===== src/design/ringBus_defs.svh =====
//////////////////////////////////////////////////////////////////////
// Ring bus constants shared by the L1/L2 bridge and the L2 memory node.
// Field widths, opm encodings and the fixed physical high address part.
//////////////////////////////////////////////////////////////////////
`ifndef RING_BUS_DEFS_SVH
`define RING_BUS_DEFS_SVH

`define RING_SEQ_BITS      16         // sequence word, top 6 bits are the node
`define RING_OPM_BITS      16         // operation mode word
`define RING_DATA_BITS     128
`define RING_L1_ADDR_BITS  48
`define RING_L2_ADDR_BITS  32

`define RING_OPM_IDLE      16'h0000   // empty slot

// operation codes, low 6 bits of opm
`define RING_OP_LOAD       6'h02
`define RING_OP_STORE      6'h03

`define RING_ADDR_HI_PHYS  16'hc000   // high part put back on widened addresses

`define RING_MEM_WORDS     16         // depth of the L2 node RAM

`endif


===== src/design/ringBusPkg.sv =====
//////////////////////////////////////////////////////////////////////
// Ring bus types: opm decoding, message class, sequence, data word
// and the L1-width message slot.
//////////////////////////////////////////////////////////////////////
`include "ringBus_defs.svh"

package ringBusPkg;

	// message class, bits 7:6 of opm
	typedef enum logic [1:0]
	{
		classOther = 2'b00,
		classResp  = 2'b01,
		classReq   = 2'b10
	} ringClass_e;

	typedef struct packed
	{
		logic [7:0] spare;     // unused high byte
		ringClass_e opClass;
		logic [5:0] op;        // load, store, ...
	} ringOpmFields_t;

	// opm is read either as a whole word or split into its fields
	typedef union packed
	{
		logic [`RING_OPM_BITS-1:0] raw;
		ringOpmFields_t f;
	} ringOpm_u;

	typedef logic [`RING_SEQ_BITS-1:0] ringSeq_t;          // [15:10] originating node
	typedef logic [`RING_DATA_BITS-1:0] ringDataWord_t;

	// one slot as seen on the L1 ring
	typedef struct packed
	{
		ringSeq_t seq;
		ringOpm_u opm;
		logic [`RING_L1_ADDR_BITS-1:0] addr;
		ringDataWord_t data;
	} ringSlot_t;

endpackage


===== src/design/ringLinkIf.sv =====
//////////////////////////////////////////////////////////////////////
// One ring link: the slot passed from a stage to the next one.
// AddrBits is 48 on the L1 ring and 32 on the L2 ring.
//////////////////////////////////////////////////////////////////////
`include "ringBus_defs.svh"

interface ringLinkIf #(
	parameter int AddrBits = `RING_L1_ADDR_BITS
);
	import ringBusPkg::*;

	ringSeq_t seq;                 // operation sequence
	ringOpm_u opm;                 // operation mode
	logic [AddrBits-1:0] addr;
	ringDataWord_t data;

	// stage or node that drives the link
	modport src (output seq, output opm, output addr, output data);

	// stage or node that takes the slot
	modport dst (input seq, input opm, input addr, input data);

	// read-only view for the bridge control
	modport mon (input seq, input opm, input addr, input data);

endinterface


===== src/design/bridgeCtrl.sv =====
//////////////////////////////////////////////////////////////////////
// Bridge control. Decodes the incoming L1 and L2 slots and decides,
// per ring, whether the stage injects a crossing message or forwards
// the slot it already holds.
//////////////////////////////////////////////////////////////////////
`include "ringBus_defs.svh"

module bridgeCtrl (
	ringLinkIf.mon l1In,
	ringLinkIf.mon l2In,
	input  logic [7:0] nodeId,
	output logic l1Inject,
	output logic l2Inject
);
	import ringBusPkg::*;

	logic l1Idle;
	logic l1Req;
	logic l1Passing;
	logic l2Idle;
	logic l2Resp;
	logic l2Ours;
	logic l2OurResp;
	logic l2Foreign;

	// L1 side
	assign l1Idle = (l1In.opm.raw == `RING_OPM_IDLE);
	assign l1Req = (l1In.opm.f.opClass == classReq);
	assign l1Passing = !l1Idle && !l1Req;    // traffic not meant for us

	// L2 side
	assign l2Idle = (l2In.opm.raw == `RING_OPM_IDLE);
	assign l2Resp = (l2In.opm.f.opClass == classResp);
	assign l2Ours = (l2In.seq[15:10] == nodeId[7:2]);    // node field of seq
	assign l2OurResp = l2Resp && l2Ours;
	assign l2Foreign = !l2Idle && !l2OurResp;

	// The L1 slot may be replaced when it is empty, or when it carries a
	// request that the L2 stage takes in this same cycle. A foreign L2
	// slot keeps its place on L2, so the request must go round again.
	assign l1Inject = l1Idle || (l1Req && !l2Foreign);

	// our response leaves L2 only when the L1 slot can take it
	assign l2Inject = l2Idle || (l2OurResp && !l1Passing);

endmodule


===== src/design/l1RingStage.sv =====
//////////////////////////////////////////////////////////////////////
// L1 ring output stage. Registers either the passing L1 slot or the
// L2 response with its address widened back to 48 bits.
//////////////////////////////////////////////////////////////////////
`include "ringBus_defs.svh"

module l1RingStage (
	input  logic clock,
	input  logic rstN,
	ringLinkIf.dst l1In,
	ringLinkIf.dst l2In,
	input  logic l1Inject,
	output ringBusPkg::ringSeq_t l1SeqOut,
	output ringBusPkg::ringOpm_u l1OpmOut,
	output logic [`RING_L1_ADDR_BITS-1:0] l1AddrOut,
	output ringBusPkg::ringDataWord_t l1DataOut
);
	import ringBusPkg::*;

	ringSlot_t slotNext;
	ringSlot_t slotQ;

	always_comb
	begin
		slotNext = '0;
		slotNext.opm.raw = `RING_OPM_IDLE;    // empty unless something fills it
		if (!l1Inject)
		begin
			slotNext.seq = l1In.seq;    // forward as is
			slotNext.opm = l1In.opm;
			slotNext.addr = l1In.addr;
			slotNext.data = l1In.data;
		end
		else if (l2In.opm.f.opClass == classResp)
		begin
			slotNext.seq = l2In.seq;
			slotNext.opm = l2In.opm;
			slotNext.addr = {`RING_ADDR_HI_PHYS, l2In.addr};    // widen
			slotNext.data = l2In.data;
		end
	end

	always_ff @(posedge clock or negedge rstN)
	begin
		if (!rstN)
			slotQ <= '0;    // idle slot
		else
			slotQ <= slotNext;
	end

	assign l1SeqOut = slotQ.seq;
	assign l1OpmOut = slotQ.opm;
	assign l1AddrOut = slotQ.addr;
	assign l1DataOut = slotQ.data;

endmodule


===== src/design/l2MemNode.sv =====
//////////////////////////////////////////////////////////////////////
// L2 memory node. Answers load and store requests on the L2 ring from
// a small RAM and puts the response back on the ring one cycle later.
//////////////////////////////////////////////////////////////////////
`include "ringBus_defs.svh"

module l2MemNode (
	input  logic clock,
	input  logic rstN,
	ringLinkIf.dst ringIn,
	ringLinkIf.src ringOut
);
	import ringBusPkg::*;

	localparam int IdxBits = $clog2(`RING_MEM_WORDS);
	localparam int IdxLsb = 4;    // one 128-bit word per 16 bytes

	ringDataWord_t mem [`RING_MEM_WORDS];

	logic [IdxBits-1:0] idx;
	logic isReq;
	logic isLoad;
	logic isStore;

	ringOpm_u opmNext;
	ringDataWord_t dataNext;

	ringSeq_t seqQ;
	ringOpm_u opmQ;
	logic [`RING_L2_ADDR_BITS-1:0] addrQ;
	ringDataWord_t dataQ;

	assign idx = ringIn.addr[IdxLsb+IdxBits-1:IdxLsb];    // addr[7:4]
	assign isReq = (ringIn.opm.f.opClass == classReq);
	assign isLoad = isReq && (ringIn.opm.f.op == `RING_OP_LOAD);
	assign isStore = isReq && (ringIn.opm.f.op == `RING_OP_STORE);

	// RAM write port
	always_ff @(posedge clock)
	begin
		if (isStore)
			mem[idx] <= ringIn.data;
	end

	// Every request is answered so that nothing keeps circling the L2
	// ring. Only a load returns the RAM word, anything else echoes the
	// request data back.
	always_comb
	begin
		opmNext = ringIn.opm;
		dataNext = ringIn.data;
		if (isReq)
		begin
			opmNext.f.opClass = classResp;    // same op, now a response
			if (isLoad)
				dataNext = mem[idx];
		end
	end

	always_ff @(posedge clock or negedge rstN)
	begin
		if (!rstN)
		begin
			seqQ <= '0;
			opmQ.raw <= `RING_OPM_IDLE;
			addrQ <= '0;
			dataQ <= '0;
		end
		else
		begin
			seqQ <= ringIn.seq;    // seq and addr go back untouched
			opmQ <= opmNext;
			addrQ <= ringIn.addr;
			dataQ <= dataNext;
		end
	end

	assign ringOut.seq = seqQ;
	assign ringOut.opm = opmQ;
	assign ringOut.addr = addrQ;
	assign ringOut.data = dataQ;

endmodule


===== src/design/l2RingStage.sv =====
//////////////////////////////////////////////////////////////////////
// L2 ring output stage. Registers either the passing L2 slot or the
// L1 request with its address narrowed to 32 bits.
//////////////////////////////////////////////////////////////////////
`include "ringBus_defs.svh"

module l2RingStage (
	input  logic clock,
	input  logic rstN,
	ringLinkIf.dst l2In,
	ringLinkIf.dst l1In,
	input  logic l2Inject,
	ringLinkIf.src l2Out
);
	import ringBusPkg::*;

	ringSeq_t seqNext;
	ringOpm_u opmNext;
	logic [`RING_L2_ADDR_BITS-1:0] addrNext;
	ringDataWord_t dataNext;

	ringSeq_t seqQ;
	ringOpm_u opmQ;
	logic [`RING_L2_ADDR_BITS-1:0] addrQ;
	ringDataWord_t dataQ;

	always_comb
	begin
		seqNext = l2In.seq;    // default is to forward
		opmNext = l2In.opm;
		addrNext = l2In.addr;
		dataNext = l2In.data;
		if (l2Inject)
		begin
			if (l1In.opm.f.opClass == classReq)
			begin
				seqNext = l1In.seq;
				opmNext = l1In.opm;
				addrNext = l1In.addr[`RING_L2_ADDR_BITS-1:0];    // upper bits dropped
				dataNext = l1In.data;
			end
			else
			begin
				seqNext = '0;
				opmNext.raw = `RING_OPM_IDLE;
				addrNext = '0;
				dataNext = '0;
			end
		end
	end

	always_ff @(posedge clock or negedge rstN)
	begin
		if (!rstN)
		begin
			seqQ <= '0;
			opmQ.raw <= `RING_OPM_IDLE;
			addrQ <= '0;
			dataQ <= '0;
		end
		else
		begin
			seqQ <= seqNext;
			opmQ <= opmNext;
			addrQ <= addrNext;
			dataQ <= dataNext;
		end
	end

	assign l2Out.seq = seqQ;
	assign l2Out.opm = opmQ;
	assign l2Out.addr = addrQ;
	assign l2Out.data = dataQ;

endmodule


===== src/design/ringBridgeTop.sv =====
//////////////////////////////////////////////////////////////////////
// Ring bridge subsystem. The L1 ring enters and leaves at the ports,
// the L2 ring is closed inside through the memory node.
//////////////////////////////////////////////////////////////////////
`include "ringBus_defs.svh"

module ringBridgeTop (
	input  logic clock,
	input  logic rstN,
	input  logic [7:0] nodeId,

	input  ringBusPkg::ringSeq_t l1SeqIn,
	input  ringBusPkg::ringOpm_u l1OpmIn,
	input  logic [`RING_L1_ADDR_BITS-1:0] l1AddrIn,
	input  ringBusPkg::ringDataWord_t l1DataIn,

	output ringBusPkg::ringSeq_t l1SeqOut,
	output ringBusPkg::ringOpm_u l1OpmOut,
	output logic [`RING_L1_ADDR_BITS-1:0] l1AddrOut,
	output ringBusPkg::ringDataWord_t l1DataOut
);
	ringLinkIf #(.AddrBits(`RING_L1_ADDR_BITS)) l1In ();
	ringLinkIf #(.AddrBits(`RING_L2_ADDR_BITS)) l2Link ();    // stage to node
	ringLinkIf #(.AddrBits(`RING_L2_ADDR_BITS)) l2In ();      // node back to stage

	logic l1Inject;
	logic l2Inject;

	assign l1In.seq = l1SeqIn;
	assign l1In.opm = l1OpmIn;
	assign l1In.addr = l1AddrIn;
	assign l1In.data = l1DataIn;

	bridgeCtrl ctrl (
		.l1In(l1In.mon),
		.l2In(l2In.mon),
		.nodeId(nodeId),
		.l1Inject(l1Inject),
		.l2Inject(l2Inject)
	);

	l1RingStage l1Stage (
		.clock(clock),
		.rstN(rstN),
		.l1In(l1In.dst),
		.l2In(l2In.dst),
		.l1Inject(l1Inject),
		.l1SeqOut(l1SeqOut),
		.l1OpmOut(l1OpmOut),
		.l1AddrOut(l1AddrOut),
		.l1DataOut(l1DataOut)
	);

	l2RingStage l2Stage (
		.clock(clock),
		.rstN(rstN),
		.l2In(l2In.dst),
		.l1In(l1In.dst),
		.l2Inject(l2Inject),
		.l2Out(l2Link.src)
	);

	// closes the L2 ring
	l2MemNode memNode (
		.clock(clock),
		.rstN(rstN),
		.ringIn(l2Link.dst),
		.ringOut(l2In.src)
	);

endmodule


===== config.mk =====
export PLATFORM = sky130hd
export DESIGN_NAME = ringBridgeTop
export DESIGN_NICKNAME = d
export VERILOG_FILES = /design/src/design/ringBusPkg.sv /design/src/design/ringLinkIf.sv /design/src/design/bridgeCtrl.sv /design/src/design/l1RingStage.sv /design/src/design/l2MemNode.sv /design/src/design/l2RingStage.sv /design/src/design/ringBridgeTop.sv
export VERILOG_INCLUDE_DIRS = /design/src /design/src/design
export SDC_FILE = /design/constraint.sdc
export NUM_CORES = 2
export LEC_CHECK = 0
export BUFFER_PORTS_ARGS = -buffer_cell sky130_fd_sc_hd__buf_4
export CAP_MARGIN = 40
export CORE_MARGIN = 1.5
export CORE_UTILIZATION = 45
export CTS_CLUSTER_SIZE = 14
export DETAILED_ROUTE_END_ITERATION = 7
export PLACE_DENSITY = 0.73
export SYNTH_ARGS = -nofsm -noshare
export SYNTH_HDL_FRONTEND = slang
export SYNTH_SLANG_ARGS = --single-unit
export TNS_END_PERCENT = 10

===== constraint.sdc =====
create_clock -name clock -period 8.19 [get_ports clock]
set_input_delay 0.4095 -clock clock [delete_from_list [all_inputs] [get_ports clock]]
set_output_delay 0.4095 -clock clock [all_outputs]
set_load 0.005 [all_outputs]

Yosys cells after proc, flatten, opt, wreduce, memory -nomap -nowiden
Memory sizes are Yosys's and may differ from the RTL's.
Index checks and enable logic that the tools add are counted.
W data, S select, Z words.
{ "op_classes": {"eq_ne": 6, "muxes": 15, "n_reduce_logical": 17} }
{ "op_table": {"columns": ["operator", "n"], "rows": [
  ["$mux W128", 4],
  ["$mux W208", 2],
  ["$mux W16", 4],
  ["$mux W32", 2],
  ["$logic_not A16 Y1", 2],
  ["$eq A6 B2 Y1 const B", 2],
  ["$logic_and A1 B1 Y1", 7],
  ["$eq A6 B6 Y1", 1],
  ["$logic_not A1 Y1", 6],
  ["$eq A2 B2 Y1 const B", 2],
  ["$eq A2 B1 Y1 const B", 1],
  ["$logic_or A1 B1 Y1", 2],
  ["$mux W1", 2],
  ["$mux W2", 1]
]} }
{ "totals": {"ff_bits": 592, "ram_bits": 2048, "in_bits": 218, "n_memories": 1} }
{ "memory_table": {"columns": ["memory", "words", "width", "rd", "rd_ports_with_merged_regs", "wr", "line_no", "rtl"], "rows": [
  ["memNode.mem", 16, 128, 1, 0, 1, "l2MemNode.sv:18", "ringDataWord_t mem [`RING_MEM_WORDS];"]
]} }

Longest topological paths before layout
{ "logic_depth": {"ltp_word": 8, "depth_mapped": 7, "mapped_depth_nobuf": 4} }

By module
Synthesis repeated with hierarchy kept, for this count alone.
{ "unflattened": {"hier_cells": 5424, "area_unflattened_um2": 100141.0} }
{ "modules_own_cells": {"columns": ["module", "n_inst", "cells_per_inst", "area_each_um2", "seq_area_each_um2"], "rows": [
  ["l2MemNode", 1, 3705, 82292.7, 66303.6],
  ["l1RingStage", 1, 866, 9021.2, 5205.0],
  ["l2RingStage", 1, 830, 8658.3, 4804.6],
  ["bridgeCtrl", 1, 23, 168.9, 0.0]
]} }

Worst setup path before layout
Ideal clock, no wire load.
{ "synth_timing": {"kind": "register -> register", "start": "register l2Stage.opmQ (netlist bit l2Stage.l2Out.opm[3])", "end": "memory memNode.mem[10][0] (netlist bit) (enable)", "setup_ps": 617, "arrival_time_ps": 6858, "required_time_ps": 7573, "setup_slack_ps": 715, "stages_incl_launch_ff": 5, "n_path_buf": 0, "period_less_slack_ps": 7475, "cell_sequence": "dfrtp_1 -> nor4_1 -> nand4_1 -> or3b_2 -> nor2_1"} }
{ "synth_between": {"elab_chain_cells": 4} }
{ "synth_rtl": {"columns": ["element", "line_no", "rtl"], "rows": [
  ["from (decl)", "l2RingStage.sv:23", "ringOpm_u opmQ;"],
  ["from (signal assigned)", "l2RingStage.sv:64", "opmQ <= opmNext;"],
  ["$eq A6 B2 Y1 (no source line)", null, null],
  ["$logic_and A1 B1 Y1", "l2MemNode.sv:36", "assign isStore = isReq && (ringIn.opm.f.op == `RING_OP_STORE);"],
  ["$mux W1", "l2MemNode.sv:41", "if (isStore)"],
  ["$mux W1 (implied by the code)", "l2MemNode.sv:42", "mem[idx] <= ringIn.data;"],
  ["to (decl)", "l2MemNode.sv:18", null]
]} }
Every way passes these cells.

Worst setup path in the final report
{ "layout_timing": {"start": "register l2Stage.addrQ[4], in the netlist l2Stage.l2Out.addr[4]", "end": "memory memNode.mem[7][60] (netlist bit) (enable)"} }
{ "layout_lines": {"columns": ["element", "line_no", "rtl"], "rows": [
  ["from (decl)", "l2RingStage.sv:24", "logic [`RING_L2_ADDR_BITS-1:0] addrQ;"],
  ["from (signal assigned)", "l2RingStage.sv:65", "addrQ <= addrNext;"]
]} }
No word-level cell before the write port.

==> reports/qor.yml <==
run_status: "completed"
cts.path.max_buffers: 4
timing.critical_path.slowest_cell_delay_ps: 800
critical-path-slowest-cell: "dfrtp_4"
via_count: 49500
tritoncts.num_buffers: 277
timing.max_cap.violations: 0
tritoncts: "built"
final_nets: 5358
clk_latency_ps: 920
synth_seq_cells: 2640
top_cell_type_s_share_of_synthesized_area_pct: 63.47
power_leakage_nw: 39.99
final_hold_violations: 0
cts_sinks: 2640
wire_length_of_the_first_global_routing_pass_um: 345500
crit_path_cells: "buf_12 -> nand4_1 -> nor2_4 -> buf_12 -> buf_4"
powerDensity_mw_per_mm2: 303.7
criticalPathCategory: "flop to flop"
timing.reg2reg.setup_slack_ps: 3660
post_synth.cell_area_avg_um2: 21.93
ff_latch_area_mm2: 0.07632
final-setup-viol-count: 0
hp-class: "primary input to asynchronous set/reset pin"
post-dp-hpwl_um: 114500
drive_above_1_share_pct: 29.33
timing.reg2reg.worst_path_depth: 5
path_clk_slew_ps: 70
routed_length_per_placed_instance_um: 28.95
initial_utilization_pct: 45.19
most-common-layout-cells: "edfxtp_1 (2,048), dfrtp_1 (589), mux4_2 (512)"
timing.clock.skew_ps: 67.22
worstSetupStartpoint: "l2Stage.l2Out.addr[4]$_DFF_PN0_"
count_of_cell_instances_traversed_by_the_critical_path: 5
async_sr_flop_fraction_pct: 22.42
drc: 0
route.detailed.vias_per_inst: 6.045
worstPathArrival_ps: 5010
regToRegEndpoint: "memNode.mem[7][60]$_DFFE_PP_"
postSynthCellCount: 4418
num_io_pins: 426
die_area_mm2: 0.2181
synth_edf_count: 2048
die_y_um: 467.0
multi_input_comb_area_mm2: 0.01930
finish.instance_area_mm2: 0.1146
place.port_buffers: 423
grt_max_degree: 160
routed_wl_um: 237000
crit_required_ps: 8670
timing.fmax_ghz: 0.2208
critPathMaxFanout: 101
first_global_vias: 50900
layout_min_cycle_time_ps: 4529
path_buf_inv: 3
synth.top_cells.by_area: "edfxtp_1 (63%), dfrtp_1 (15%), mux4_2 (12%)"
rsz_0062_raised_after_global_routing: "false"
worst-slew-pin-transition_ps: 1095
setup-tns-final_ps: 0
path_common_cell: "buf_12"
floorplan.core_area_mm2: 0.2144
peakVddDrop_mv: 0.2533
endpoint_of_the_most_critical_setup_path: "memNode.mem[7][60]$_DFFE_PP_"
synthDistinctLibCells: 41
fin_crit_sh_pct: 55.30
max_slew_margin_pct: 26.56
maxSlewViolCount: 0
grt_antenna_before_repair: 13
cts.htree.levels: 5
hold_slack_ps: 172.3
syn_to_final_growth_pct: 18.24
synthesis.area_mm2: 0.09690
synthesis.yosys.warnings: 0
num_rows: 170
place_area_mm2: 0.1037
detailedRoute.firstIterationViolations: 5272
layout.cells.most_common: "edfxtp_1"
postSynth.topFlopCell: "edfxtp_1"
yosysTopAreaCell: "edfxtp_1"
startpoint_type: "flop"
synth.net_count: 4636
cpLargestDelayFamily: "buffers and inverters"
nature_of_the_critical_path_endpoint: "flop"
gr-total-overflow: 0
overall_fraction_of_global_route_tracks_in_use_pct: 21.58
drt_pre_antenna_iters: 5
timing.rr.start: "l2Stage.l2Out.addr[4]$_DFF_PN0_"
drtAntennaViolNets: 0
clockRootBuffer: "clkbuf_16"
die_x_um: 467.0
final.fill_count: 15920
seq_area_frac_synth_pct: 78.76
count_of_cells_resized_by_post_cts_repair: 0
gpl.final_weighted_congestion: 0.7782
how the worst min path moves through the flow:
stage / start / endpoint / slack [ps] / cells past startpoint
after detailed placement: l2Stage.l2Out.addr[12]$_DFF_PN0_ / memNode.ringOut.addr[12]$_DFF_PN0_ / 330 / 0
after global placement: l2Stage.l2Out.opm[8]$_DFF_PN0_ / memNode.ringOut.opm[8]$_DFF_PN0_ / 330 / 0
after floorplan: rstN / l1Stage.l1AddrOut[0]$_DFF_PN0_ / 110 / 0
after CTS: rstN / l2Stage.l2Out.addr[31]$_DFF_PN0_ / 170 / 2
after global routing: rstN / l1Stage.l1AddrOut[38]$_DFF_PN0_ / 230 / 2
final: rstN / l1Stage.l1AddrOut[38]$_DFF_PN0_ / 170 / 2
power by group:
part           total [W]  switching [W]  internal (W)
clock network     0.0121        0.00496       0.00716
registers         0.0174        0.00130        0.0161
logic            0.00528        0.00266       0.00262
total             0.0348        0.00891        0.0259
cells in the mapped netlist, types with 4 or more instances:
master / n
a22o_1: 381
edfxtp_1: 2048
buf_1: 33
a21oi_1: 128
mux2_2: 127
dfrtp_1: 592
xor2_1: 6
clkbuf_1: 77
buf_4: 16
buf_6: 21
o22ai_1: 254
mux4_2: 512
nor2b_1: 4
nand2_1: 5
nor4_1: 9
buf_2: 139
and2_1: 17
nor2_1: 17
final cells by class:
type	count	share of cell area, %
sequential	2640	66.62
multi-input combinational	1491	16.84
clock buffer	397	6.983
timing repair buffer	729	5.792
tap	2838	3.099
clock inverter	84	0.6432
antenna	8	0.01747
inverter	1	0.003276
through the flow:
step | setup slack (ps) | utilization, % | std cells | total power, W
floorplan | 714.6 | - | 4418 | 0.02078
global route | 3314 | 53.43 | 8184 | 0.03602
CTS | 3473 | 53.42 | 8179 | 0.03499
global placement | 3606 | 48.16 | 7470 | 0.02260
finish | 3661 | 53.44 | 8188 | 0.03479
detailed placement | 3532 | 48.37 | 7489 | 0.02280
sequential cells by signal, indices dropped and copies added (netlist names):
signal	count
l2Stage.l2Out.addr	32
l1Stage.l1DataOut	128
l2Stage.l2Out.data	128
l1Stage.l1SeqOut	16
memNode.ringOut.addr	32
memNode.ringOut.data	128
memNode.ringOut.seq	16
l1Stage.l1AddrOut	48
memNode.mem	2048
l2Stage.l2Out.opm	16
memNode.ringOut.opm	16
l2Stage.l2Out.seq	16
l1Stage.l1OpmOut	16
repair_timing:
item,in CTS,in global routing
hold buffers,209,0
endpoints found under the hold margin,519,0
buffers inserted,0,0
logic make-up (layout without fill, tap and decap cells):
group	after synthesis	in the layout	synth area share (%)
AND/OR/NAND/NOR	71	71	0.4364
multiplexers	640	640	13.39
XOR/XNOR	6	6	0.05423
flip-flops	2640	2640	78.76
buffers and inverters	287	1211	1.516
other	0	8	0
AO/OA/AOI/OAI	774	774	5.848
per-layer routing:
| layer | wire length (um) | global-route usage (%) | vias up |
|---|---|---|---|
| li1 | - | - | 19960 |
| met1 | 96230 | 30.66 | 26440 |
| met2 | 112700 | 33.98 | 2682 |
| met3 | 21500 | 4.287 | 409 |
| met4 | 6556 | 6.421 | 8 |
| met5 | 51 | 0 | - |
(Power assumes the default switching activity.)
